### config.mk
export PLATFORM = sky130hd
export DESIGN_NAME = branchDecodeTop
export DESIGN_NICKNAME = d
export VERILOG_FILES = /design/src/design/branchPkg.sv /design/src/design/branchDecodeTop.sv /design/src/design/fetchPc.sv /design/src/design/branchTarget.sv /design/src/design/branchJudge.sv /design/src/design/decodeRegFile.sv
export VERILOG_INCLUDE_DIRS = /design/src /design/src/include
export SDC_FILE = /design/constraint.sdc
export NUM_CORES = 2
export LEC_CHECK = 0
export BUFFER_PORTS_ARGS = -buffer_cell sky130_fd_sc_hd__buf_2
export CAP_MARGIN = 10
export CORE_AREA = 5 5 335 337
export CTS_BUF_LIST = sky130_fd_sc_hd__clkbuf_16
export CTS_CLUSTER_DIAMETER = 60
export CTS_CLUSTER_SIZE = 14
export DETAILED_ROUTE_END_ITERATION = 12
export DIE_AREA = 0 0 340 342
export PLACE_DENSITY = 0.71
export SLEW_MARGIN = 20
export SYNTH_ARGS = -nofsm -noshare
export SYNTH_HDL_FRONTEND = slang
export SYNTH_SLANG_ARGS = --single-unit
### constraint.sdc
create_clock -name clk -period 7.1 [get_ports clk]
set_input_delay 0.355 -clock clk [delete_from_list [all_inputs] [get_ports clk]]
set_output_delay 0.355 -clock clk [all_outputs]
set_load 0.02 [all_outputs]
### src/include/branch_cfg.svh
`ifndef BRANCH_CFG_SVH
`define BRANCH_CFG_SVH

// first fetch address after reset
`define RESET_PC    32'h0000_3000

// implicit link target for bgezal, bltzal and jal
`define LINK_REG    5'd31

// primary opcodes
`define OP_SPECIAL  6'b000000
`define OP_REGIMM   6'b000001
`define OP_J        6'b000010
`define OP_JAL      6'b000011
`define OP_BEQ      6'b000100
`define OP_BNE      6'b000101
`define OP_BLEZ     6'b000110
`define OP_BGTZ     6'b000111

// regimm codes carried in the rt field
`define RT_BLTZ     5'b00000
`define RT_BGEZ     5'b00001
`define RT_BLTZAL   5'b10000
`define RT_BGEZAL   5'b10001

// register jumps under OP_SPECIAL
`define FN_JR       6'b001000
`define FN_JALR     6'b001001

`endif
### src/design/branchPkg.sv
package branchPkg;

    // datum or byte address
    typedef logic [31:0] word_t;

    // register number
    typedef logic [4:0] regAddr_t;

    // instruction field widths
    typedef logic [5:0]  opcode_t;
    typedef logic [5:0]  funct_t;
    typedef logic [15:0] imm_t;
    typedef logic [25:0] jIndex_t;

    // fields overlap in the instruction word, so each is kept separately
    typedef struct packed {
        opcode_t  op;
        regAddr_t rs;
        regAddr_t rt;
        regAddr_t rd;
        imm_t     imm;
        jIndex_t  jIndex;
        funct_t   funct;
    } instrFields_t;

    // where the next pc comes from
    typedef enum logic [1:0] {
        SEL_SEQ,
        SEL_PCREL,
        SEL_JINDEX,
        SEL_REG
    } targetSel_e;

    typedef struct packed {
        logic       taken;
        targetSel_e sel;
        logic       linkWrite;
        regAddr_t   linkAddr;
    } branchDecision_t;

endpackage

### src/design/branchDecodeTop.sv
`timescale 1ns/100ps

module branchDecodeTop (
    input  logic                clk,
    input  logic                rst,
    input  logic                instrValid,
    input  branchPkg::word_t    instr,
    input  logic                wbEn,
    input  branchPkg::regAddr_t wbAddr,
    input  branchPkg::word_t    wbData,
    output branchPkg::word_t    pc,
    output logic                taken,
    output branchPkg::word_t    nextPc,
    output branchPkg::word_t    rsValue,
    output branchPkg::word_t    rtValue
);
    import branchPkg::*;

    instrFields_t    fields;
    branchDecision_t decision;
    word_t           linkValue;
    logic            linkEn;

    // every format decoded at once, the judge picks what it needs
    assign fields = '{
        op:     instr[31:26],
        rs:     instr[25:21],
        rt:     instr[20:16],
        rd:     instr[15:11],
        imm:    instr[15:0],
        jIndex: instr[25:0],
        funct:  instr[5:0]
    };

    assign taken  = instrValid && decision.taken;
    assign linkEn = instrValid && decision.linkWrite;

    decodeRegFile i_decodeRegFile (
        .clk      (clk),
        .rst      (rst),
        .rsAddr   (fields.rs),
        .rtAddr   (fields.rt),
        .linkEn   (linkEn),
        .linkAddr (decision.linkAddr),
        .linkData (linkValue),
        .wbEn     (wbEn),
        .wbAddr   (wbAddr),
        .wbData   (wbData),
        .rsValue  (rsValue),
        .rtValue  (rtValue)
    );

    branchJudge i_branchJudge (
        .fields   (fields),
        .rsValue  (rsValue),
        .rtValue  (rtValue),
        .decision (decision)
    );

    branchTarget i_branchTarget (
        .pc        (pc),
        .fields    (fields),
        .rsValue   (rsValue),
        .decision  (decision),
        .nextPc    (nextPc),
        .linkValue (linkValue)
    );

    fetchPc i_fetchPc (
        .clk     (clk),
        .rst     (rst),
        .advance (instrValid),
        .nextPc  (nextPc),
        .pc      (pc)
    );

endmodule

### src/design/fetchPc.sv
`timescale 1ns/100ps
`include "branch_cfg.svh"

module fetchPc (
    input  logic             clk,
    input  logic             rst,
    input  logic             advance,
    input  branchPkg::word_t nextPc,
    output branchPkg::word_t pc
);

    // one step per retired instruction, holds otherwise
    always_ff @(posedge clk) begin
        if (rst) begin
            pc <= `RESET_PC;
        end else if (advance) begin
            pc <= nextPc;
        end
    end

endmodule

### src/design/branchTarget.sv
`timescale 1ns/100ps

module branchTarget (
    input  branchPkg::word_t           pc,
    input  branchPkg::instrFields_t    fields,
    input  branchPkg::word_t           rsValue,
    input  branchPkg::branchDecision_t decision,
    output branchPkg::word_t           nextPc,
    output branchPkg::word_t           linkValue
);
    import branchPkg::*;

    word_t pcPlus4;
    word_t pcRelTarget;
    word_t jumpTarget;
    word_t regTarget;

    assign pcPlus4 = pc + 32'd4;

    // word offset from the delay slot address
    assign pcRelTarget = pcPlus4 + {{14{fields.imm[15]}}, fields.imm, 2'b00};

    // stays inside the current 256 MB region
    assign jumpTarget = {pcPlus4[31:28], fields.jIndex, 2'b00};

    assign regTarget = {rsValue[31:2], 2'b00};

    // return address skips the delay slot
    assign linkValue = pc + 32'd8;

    always_comb begin
        if (!decision.taken) begin
            nextPc = pcPlus4;
        end else begin
            case (decision.sel)
                SEL_PCREL: begin
                    nextPc = pcRelTarget;
                end
                SEL_JINDEX: begin
                    nextPc = jumpTarget;
                end
                SEL_REG: begin
                    nextPc = regTarget;
                end
                default: begin
                    nextPc = pcPlus4;
                end
            endcase
        end
    end

endmodule

### src/design/branchJudge.sv
`timescale 1ns/100ps
`include "branch_cfg.svh"

module branchJudge (
    input  branchPkg::instrFields_t    fields,
    input  branchPkg::word_t           rsValue,
    input  branchPkg::word_t           rtValue,
    output branchPkg::branchDecision_t decision
);
    import branchPkg::*;

    logic signed [31:0] rsSigned;
    logic               rsGez;
    logic               rsGtz;

    assign rsSigned = rsValue;
    assign rsGez    = rsSigned >= 0;
    assign rsGtz    = rsSigned > 0;

    always_comb begin
        decision          = '0;
        decision.sel      = SEL_SEQ;
        decision.linkAddr = `LINK_REG;

        case (fields.op)
            `OP_BEQ: begin
                decision.sel   = SEL_PCREL;
                decision.taken = rsValue == rtValue;
            end
            `OP_BNE: begin
                decision.sel   = SEL_PCREL;
                decision.taken = rsValue != rtValue;
            end
            `OP_REGIMM: begin
                case (fields.rt)
                    `RT_BGEZ: begin
                        decision.sel   = SEL_PCREL;
                        decision.taken = rsGez;
                    end
                    `RT_BLTZ: begin
                        decision.sel   = SEL_PCREL;
                        decision.taken = !rsGez;
                    end
                    `RT_BGEZAL: begin
                        decision.sel       = SEL_PCREL;
                        decision.taken     = rsGez;
                        decision.linkWrite = rsGez;
                    end
                    `RT_BLTZAL: begin
                        decision.sel       = SEL_PCREL;
                        decision.taken     = !rsGez;
                        decision.linkWrite = !rsGez;
                    end
                    default: ;
                endcase
            end
            // rt must be zero for these two
            `OP_BGTZ: begin
                decision.sel   = SEL_PCREL;
                decision.taken = fields.rt == '0 && rsGtz;
            end
            `OP_BLEZ: begin
                decision.sel   = SEL_PCREL;
                decision.taken = fields.rt == '0 && !rsGtz;
            end
            `OP_J: begin
                decision.sel   = SEL_JINDEX;
                decision.taken = 1'b1;
            end
            `OP_JAL: begin
                decision.sel       = SEL_JINDEX;
                decision.taken     = 1'b1;
                decision.linkWrite = 1'b1;
            end
            `OP_SPECIAL: begin
                if (fields.funct == `FN_JR) begin
                    decision.sel   = SEL_REG;
                    decision.taken = 1'b1;
                end else if (fields.funct == `FN_JALR) begin
                    decision.sel       = SEL_REG;
                    decision.taken     = 1'b1;
                    decision.linkWrite = 1'b1;
                    decision.linkAddr  = fields.rd;
                end
            end
            default: ;
        endcase
    end

endmodule

### src/design/decodeRegFile.sv
`timescale 1ns/100ps

module decodeRegFile (
    input  logic               clk,
    input  logic               rst,
    input  branchPkg::regAddr_t rsAddr,
    input  branchPkg::regAddr_t rtAddr,
    input  logic               linkEn,
    input  branchPkg::regAddr_t linkAddr,
    input  branchPkg::word_t    linkData,
    input  logic               wbEn,
    input  branchPkg::regAddr_t wbAddr,
    input  branchPkg::word_t    wbData,
    output branchPkg::word_t    rsValue,
    output branchPkg::word_t    rtValue
);
    import branchPkg::*;

    word_t regs [32];

    // link write wins, the external write is dropped that cycle
    always_ff @(posedge clk) begin
        if (rst) begin
            for (int i = 0; i < 32; i++) begin
                regs[i] <= '0;
            end
        end else if (linkEn) begin
            if (linkAddr != '0) begin
                regs[linkAddr] <= linkData;
            end
        end else if (wbEn && wbAddr != '0) begin
            regs[wbAddr] <= wbData;
        end
    end

    // only the external port is bypassed
    // the link decision is itself derived from these read values
    function automatic word_t readPort(regAddr_t addr);
        if (addr == '0) begin
            return '0;
        end
        if (wbEn && wbAddr == addr) begin
            return wbData;
        end
        return regs[addr];
    endfunction

    always_comb begin
        rsValue = readPort(rsAddr);
    end

    always_comb begin
        rtValue = readPort(rtAddr);
    end

endmodule

; After elaboration in Yosys (flattened, before gate mapping)
; Memories as Yosys holds them, arrays and structs flattened.
; Index checks and enable logic that the tools add are counted.
; W data, S select, Z words.
[word_totals]
word_cells = 85
out_inout_bits = 129
register_bits = 32
ramBits = 1024
mem_count = 1
[op_classes]
mux = 40
reduce_logical = 19
eq_ne = 19
order_cmp = 2
addsub = 3
[mem_list]
columns = memory, depth, word_bits, read_ports, rd_ports_with_merged_regs, wr, line
row1 = i_decodeRegFile.regs, 32, 32, 2, 0, 32, decodeRegFile.sv:19  ; word_t regs [32];
[ops]
columns = op, count
row1 = $mux W32, 11
row2 = $pmux W32 S3, 1
row3 = $reduce_or A32 Y1, 2
row4 = $add A32 B3 Y32 const B, 1
row5 = $add A32 B32 Y32, 1
row6 = $add A32 B4 Y32 const B, 1
row7 = $eq A32 B32 Y1, 1
row8 = $ge A32 B1 Y1 const B, 1
row9 = $gt A32 B1 Y1 const B, 1
row10 = $ne A32 B32 Y1, 1
row11 = $eq A6 B3 Y1 const B, 4
row12 = $pmux W3 S7, 1
row13 = $mux W1, 18
row14 = $mux W5, 3
row15 = $eq A6 B2 Y1 const B, 2
row16 = $eq A6 B4 Y1 const B, 2
row17 = $eq A5 B5 Y1, 2
row18 = $eq A5 B5 Y1 const B, 2
row19 = $logic_not A5 Y1, 2
row20 = $reduce_bool A5 Y1, 2
row21 = $mux W9, 1
row22 = $logic_and A1 B1 Y1, 7
row23 = $eq A6 B1 Y1 const B, 1
row24 = $logic_not A6 Y1, 1
row25 = other kinds (10), 14

; Depth between registers and ports, before layout
[depth]
word_depth = 17
depth_mapped = 22

; Modules after synthesis
; Synthesis repeated with hierarchy kept, for this count alone.
[hier_totals]
hier_cells = 4716
area_unflattened_um2 = 59432.0
[modules_own_cells]
columns = module, cells_each, area_each_um2, n_inst
row1 = decodeRegFile, 3944, 53877.9, 1
row2 = branchTarget, 580, 3741.1, 1
row3 = fetchPc, 103, 1167.4, 1
row4 = branchJudge, 87, 633.1, 1
row5 = branchDecodeTop, 2, 12.5, 1

; Worst setup path after synthesis
; No wires, ideal clock.
[synth_timing]
path_kind = input -> register
startpoint = input instr[21]
endpoint = memory i_decodeRegFile.regs[2][0] (netlist name) (enable)
slack_ps = 1919
path_stages = 17
setup_ps = 389
arrival_time_ps = 4791
n_path_buf = 5
path_cell_list = buf_6 > buf_8 > buf_12 > mux4_1 > mux2i_1 > o211ai_1 > o2111ai_1 > nand2b_1 > xor2_1 > o311ai_1 > a311oi_1 > buf_4 > mux2_2 > nor4_2 > nand3_1 > clkbuf_1 > nand2_1
[synth_lines]
columns = element, line
row1 = "start, declared", branchDecodeTop.sv:7  ; input branchPkg::word_t instr,
row2 = "end, declared", decodeRegFile.sv:19

; Worst setup path after layout
[layout_timing]
startpoint = register i_fetchPc.pc[3]
endpoint = output nextPc[29]
[layout_between]
elab_chain_cells = 4
[layout_rtl]
columns = element, line
row1 = "start, declared", fetchPc.sv:9  ; output branchPkg::word_t pc
row2 = "start signal, assigned", fetchPc.sv:15  ; pc <= `RESET_PC;
row3 = "start signal, assigned", fetchPc.sv:17  ; pc <= nextPc;
row4 = $add A32 B3 Y32 (*), branchTarget.sv:18  ; assign pcPlus4 = pc + 32'd4;
row5 = $add A32 B32 Y32, branchTarget.sv:21  ; assign pcRelTarget = pcPlus4 + {{14{fields.imm[15]}}, fields.imm, 2'b00};
row6 = $pmux W32 S3, branchTarget.sv:35  ; case (decision.sel)
row7 = $mux W32 (*), branchTarget.sv:32  ; if (!decision.taken) begin
row8 = "end, declared", branchDecodeTop.sv:13  ; output branchPkg::word_t nextPc,
; Every way passes the cells marked *; elsewhere a longest branch is shown, timed or not.

==> key figures <==
Run status
  • Status: completed

Pwr
  • Power per cell area: 226 nW/um^2
  • Combinational Power Share: 15.9%
  • Clock power share: 35.7%
  • Maximum VDD drop: 0.000180 V
  • Overall power: 0.0148 W
  • Leakage: 23.2 nW
  • Switching share of power: 27.6%
  • Sequential Power Share: 48.5%
  • Switching pwr: 0.00409 W
  • Int Pwr: 0.0107 W

Placement
  • Post-detail-place hpwl: 154000 microns
  • Port bufs: 201
  • Gp weighted congestion: 1.04
  • # placed instances: 5975

Timing
  • Worst rel slew slack: 24.1%
  • RSZ-0062 raised after global routing: false
  • Skew final: 0.0386 ns
  • WHS: 0.176 ns
  • Fin crit period: 6.86 ns
  • Fmax: 0.146 GHz
  • Setup Viol. Count Final: 0
  • Max Slew Vio Count: 0
  • Final period utilization: 96.6%
  • Final count of hold timing violations: 0
  • Setup TNS Final: 0 ns
  • Worst slew pin tran: 1.13 ns

Die
  • Chip height: 342 microns
  • Die W: 340 microns
  • IO Count: 202
  • Row count: 121
  • Initial Util: 54.6%
  • Die area: 116000 sq um
  • Core area: 109000 sq um

Critical path
  • CP Data Arrival Time: 6.50 ns
  • Critical Path Fanout Max: 6
  • CP Class: reg -> out
  • Crit-path slowest cell: or4_1
  • Top cell family by delay on the critical path: simple AND/OR/NAND/NOR gates
  • Crit path buf inv count: 2
  • CP peak stage delay: 0.52 ns
  • CP Cell Sequence: ha_1 -> and3_1 -> and3_1 -> and3_2 -> nand3_1 -> nor2_1 -> nand2_1 -> xnor2_1 -> ha_1 -> nand4_1 -> nor2_1 -> nand3_1 -> o31a_1 -> a21oi_1 -> o221ai_1 -> o21a_1 -> or4_1 -> a21oi_1 -> o21ai_0 -> buf_4 -> nand2_1 -> buf_2
  • CP Launch Type: flip-flop
  • Critical Path Sink Type: output port
  • CP required: 6.74 ns

Clock network
  • TritonCTS buffer count: 97
  • Maximum clock path buffer count: 3
  • Sink Count: 1056
  • Reg clk slew, reported paths: 0.07 ns
  • H-tree level count: 3
  • Post-CTS setup buffer count: 0
  • CTS tree: yes
  • Root Driver: clkbuf_16
  • Clk_lat worst skew: 0.72 ns

Drt
  • First-pass DRT Iterations: 6
  • Final ANT Viol Nets: 0
  • Routed Wire Length: 223000 microns
  • WL/cell: 36.4 microns
  • # DRC: 0
  • Initial drt markers: 7193
  • Drt via density: 7.19
  • Detailed-route via count: 44090

Flow run
  • MaxCap Viol Count: 0

Final layout
  • FILL cells: 8366
  • Layout area overhead: 10.7%
  • Ratio of cells with drive above 1 in the final layout: 25.7%
  • Post-Layout Cell Count: 6133
  • Finished Core Util: 60.4%
  • Nets: 4767

Global route
  • Largest net degree at the start of global routing: 71
  • Vias in the first global route: 42391
  • Total grt overflow: 0
  • First-pass GRT wire length: 316000 microns
  • Total GRT Usage: 38.0%
  • Initial antenna violation count: 8

Synth
  • Largest area contributor in the netlist: edfxtp_1
  • Primary FF master, synth: edfxtp_1
  • Sequential-to-total area share from yosys stat: 53.0%
  • Number of synthesized register bits: 1056
  • Mapped cell area: 59200 sq um
  • Synth top area share: 51.9%
  • Mapped Cells: 4552
  • Syn avg cell area: 13.0 sq um
  • YS warnings: 0
  • Top cells by area in the synthesized netlist: edfxtp_1 (52%), mux4_2 (18%), nor2_1 (7.4%), mux2i_1 (3.7%), clkbuf_1 (1.9%)
  • Ys async rst share: 0%
  • Number of synthesized flops with an enable pin: 1024
  • Synth cell types: 95

Min path
  • Worst hold path type: in -> reg
cells in the final DEF (no fill, tap or decap), types with 32 or more instances in the layout:
master	n
mux4_2	478
edfxtp_1	1024
nor4_1	35
buf_4	203
inv_1	48
clkbuf_16	102
o211ai_1	55
buf_2	194
conb_1	32
nand3_1	38
nor2_1	1172
xnor2_1	55
a21oi_1	70
nand2_1	119
buf_12	33
xor2_1	44
o22ai_1	102
dfxtp_1	32
mux2i_1	217
power groups by stage:
stage	Combinational, W	Clock, W	Sequential, W
2_1_floorplan	0.00136	0	0.00725
6_report	0.00235	0.00528	0.00717
3_5_place_dp	0.00225	0	0.00730
5_1_grt	0.00240	0.00556	0.00719
3_3_place_gp	0.00224	0	0.00728
4_1_cts	0.00226	0.00528	0.00716
synthesized netlist by cell type, drive strengths merged, types with 37 or more instances:
master / n
nand3: 48
o22ai: 102
inv: 38
nor4: 37
xnor2: 55
nand2: 152
mux4: 492
edfxtp: 1024
nor2: 1172
o211ai: 55
a21oi: 99
clkbuf: 293
buf: 164
xor2: 44
mux2i: 220
flip-flops by register name, summed over array words and instances (netlist names):
name and flops:
i_decodeRegFile.regs 1024, i_fetchPc.pc 32
timing repair:
action / CTS / global route
endpoints found under the setup margin: 0 / 3
gates resized for setup: 0 / 2
hold buffers: 0 / 0
tightest hold or removal path, cell delays in order:
cell,delay (ns)
buf_2,0.09
nand2_1,0.04
o221ai_1,0.06
mux2_2,0.17
a31o_2,0.14
final cells by class:
class	instances	area, sq um	area share, %
antenna	2	5.00	0.00764
clock buffer	102	2550	3.89
clock inverter	52	510	0.779
inverter	38	143	0.218
multi-input combinational	3032	25900	39.5
sequential	1056	31400	47.9
tap	1414	1770	2.70
timing repair buffer	437	3290	5.01
cells by family after synthesis:
family | Yosys count | share of synthesized area (%)
buffers and inverters | 495 | 4.04
adders and majority gates | 32 | 0.689
DFF | 1056 | 53.0
AOI/OAI and AO/OA | 501 | 6.05
muxes | 738 | 23.0
other | 1 | 0.00633
xor gates and xnor gates | 99 | 1.46
and+or+nand+nor | 1630 | 11.7
metrics by stage:
stage | setup WS (ns) | cell area (sq um)
final | 0.243 | 65500
after global routing | 0.0599 | 65500
after CTS | 0.170 | 65500
after detailed placement | 0.768 | 62400
after global placement | 0.752 | 62400
after floorplan | 1.92 | 59300
metal layers:
layer / GRT usage [%] / routed length (microns) / share of wire [%] / vias to the layer above
li1: - / - / - / 17602
met1: 49.8 / 75200 / 34 / 22013
met2: 57.6 / 99100 / 44 / 3827
met3: 13.5 / 36000 / 16 / 644
met4: 17.2 / 12800 / 5.7 / 4
met5: 0 / 23 / 0.010 / -
final timing paths:
path | cells past startpoint | endpoint | slack (ns) | startpoint
min reg2reg | 2 | i_fetchPc.pc[31] | 0.59 | i_fetchPc.pc[31]
min | 5 | i_fetchPc.pc[8] | 0.18 | instr[6]
max | 22 | nextPc[29] | 0.24 | i_fetchPc.pc[3]
max reg2reg | 14 | i_decodeRegFile.regs[24][2] | 0.99 | i_decodeRegFile.regs[30][31]
(Power assumes the default switching activity.)
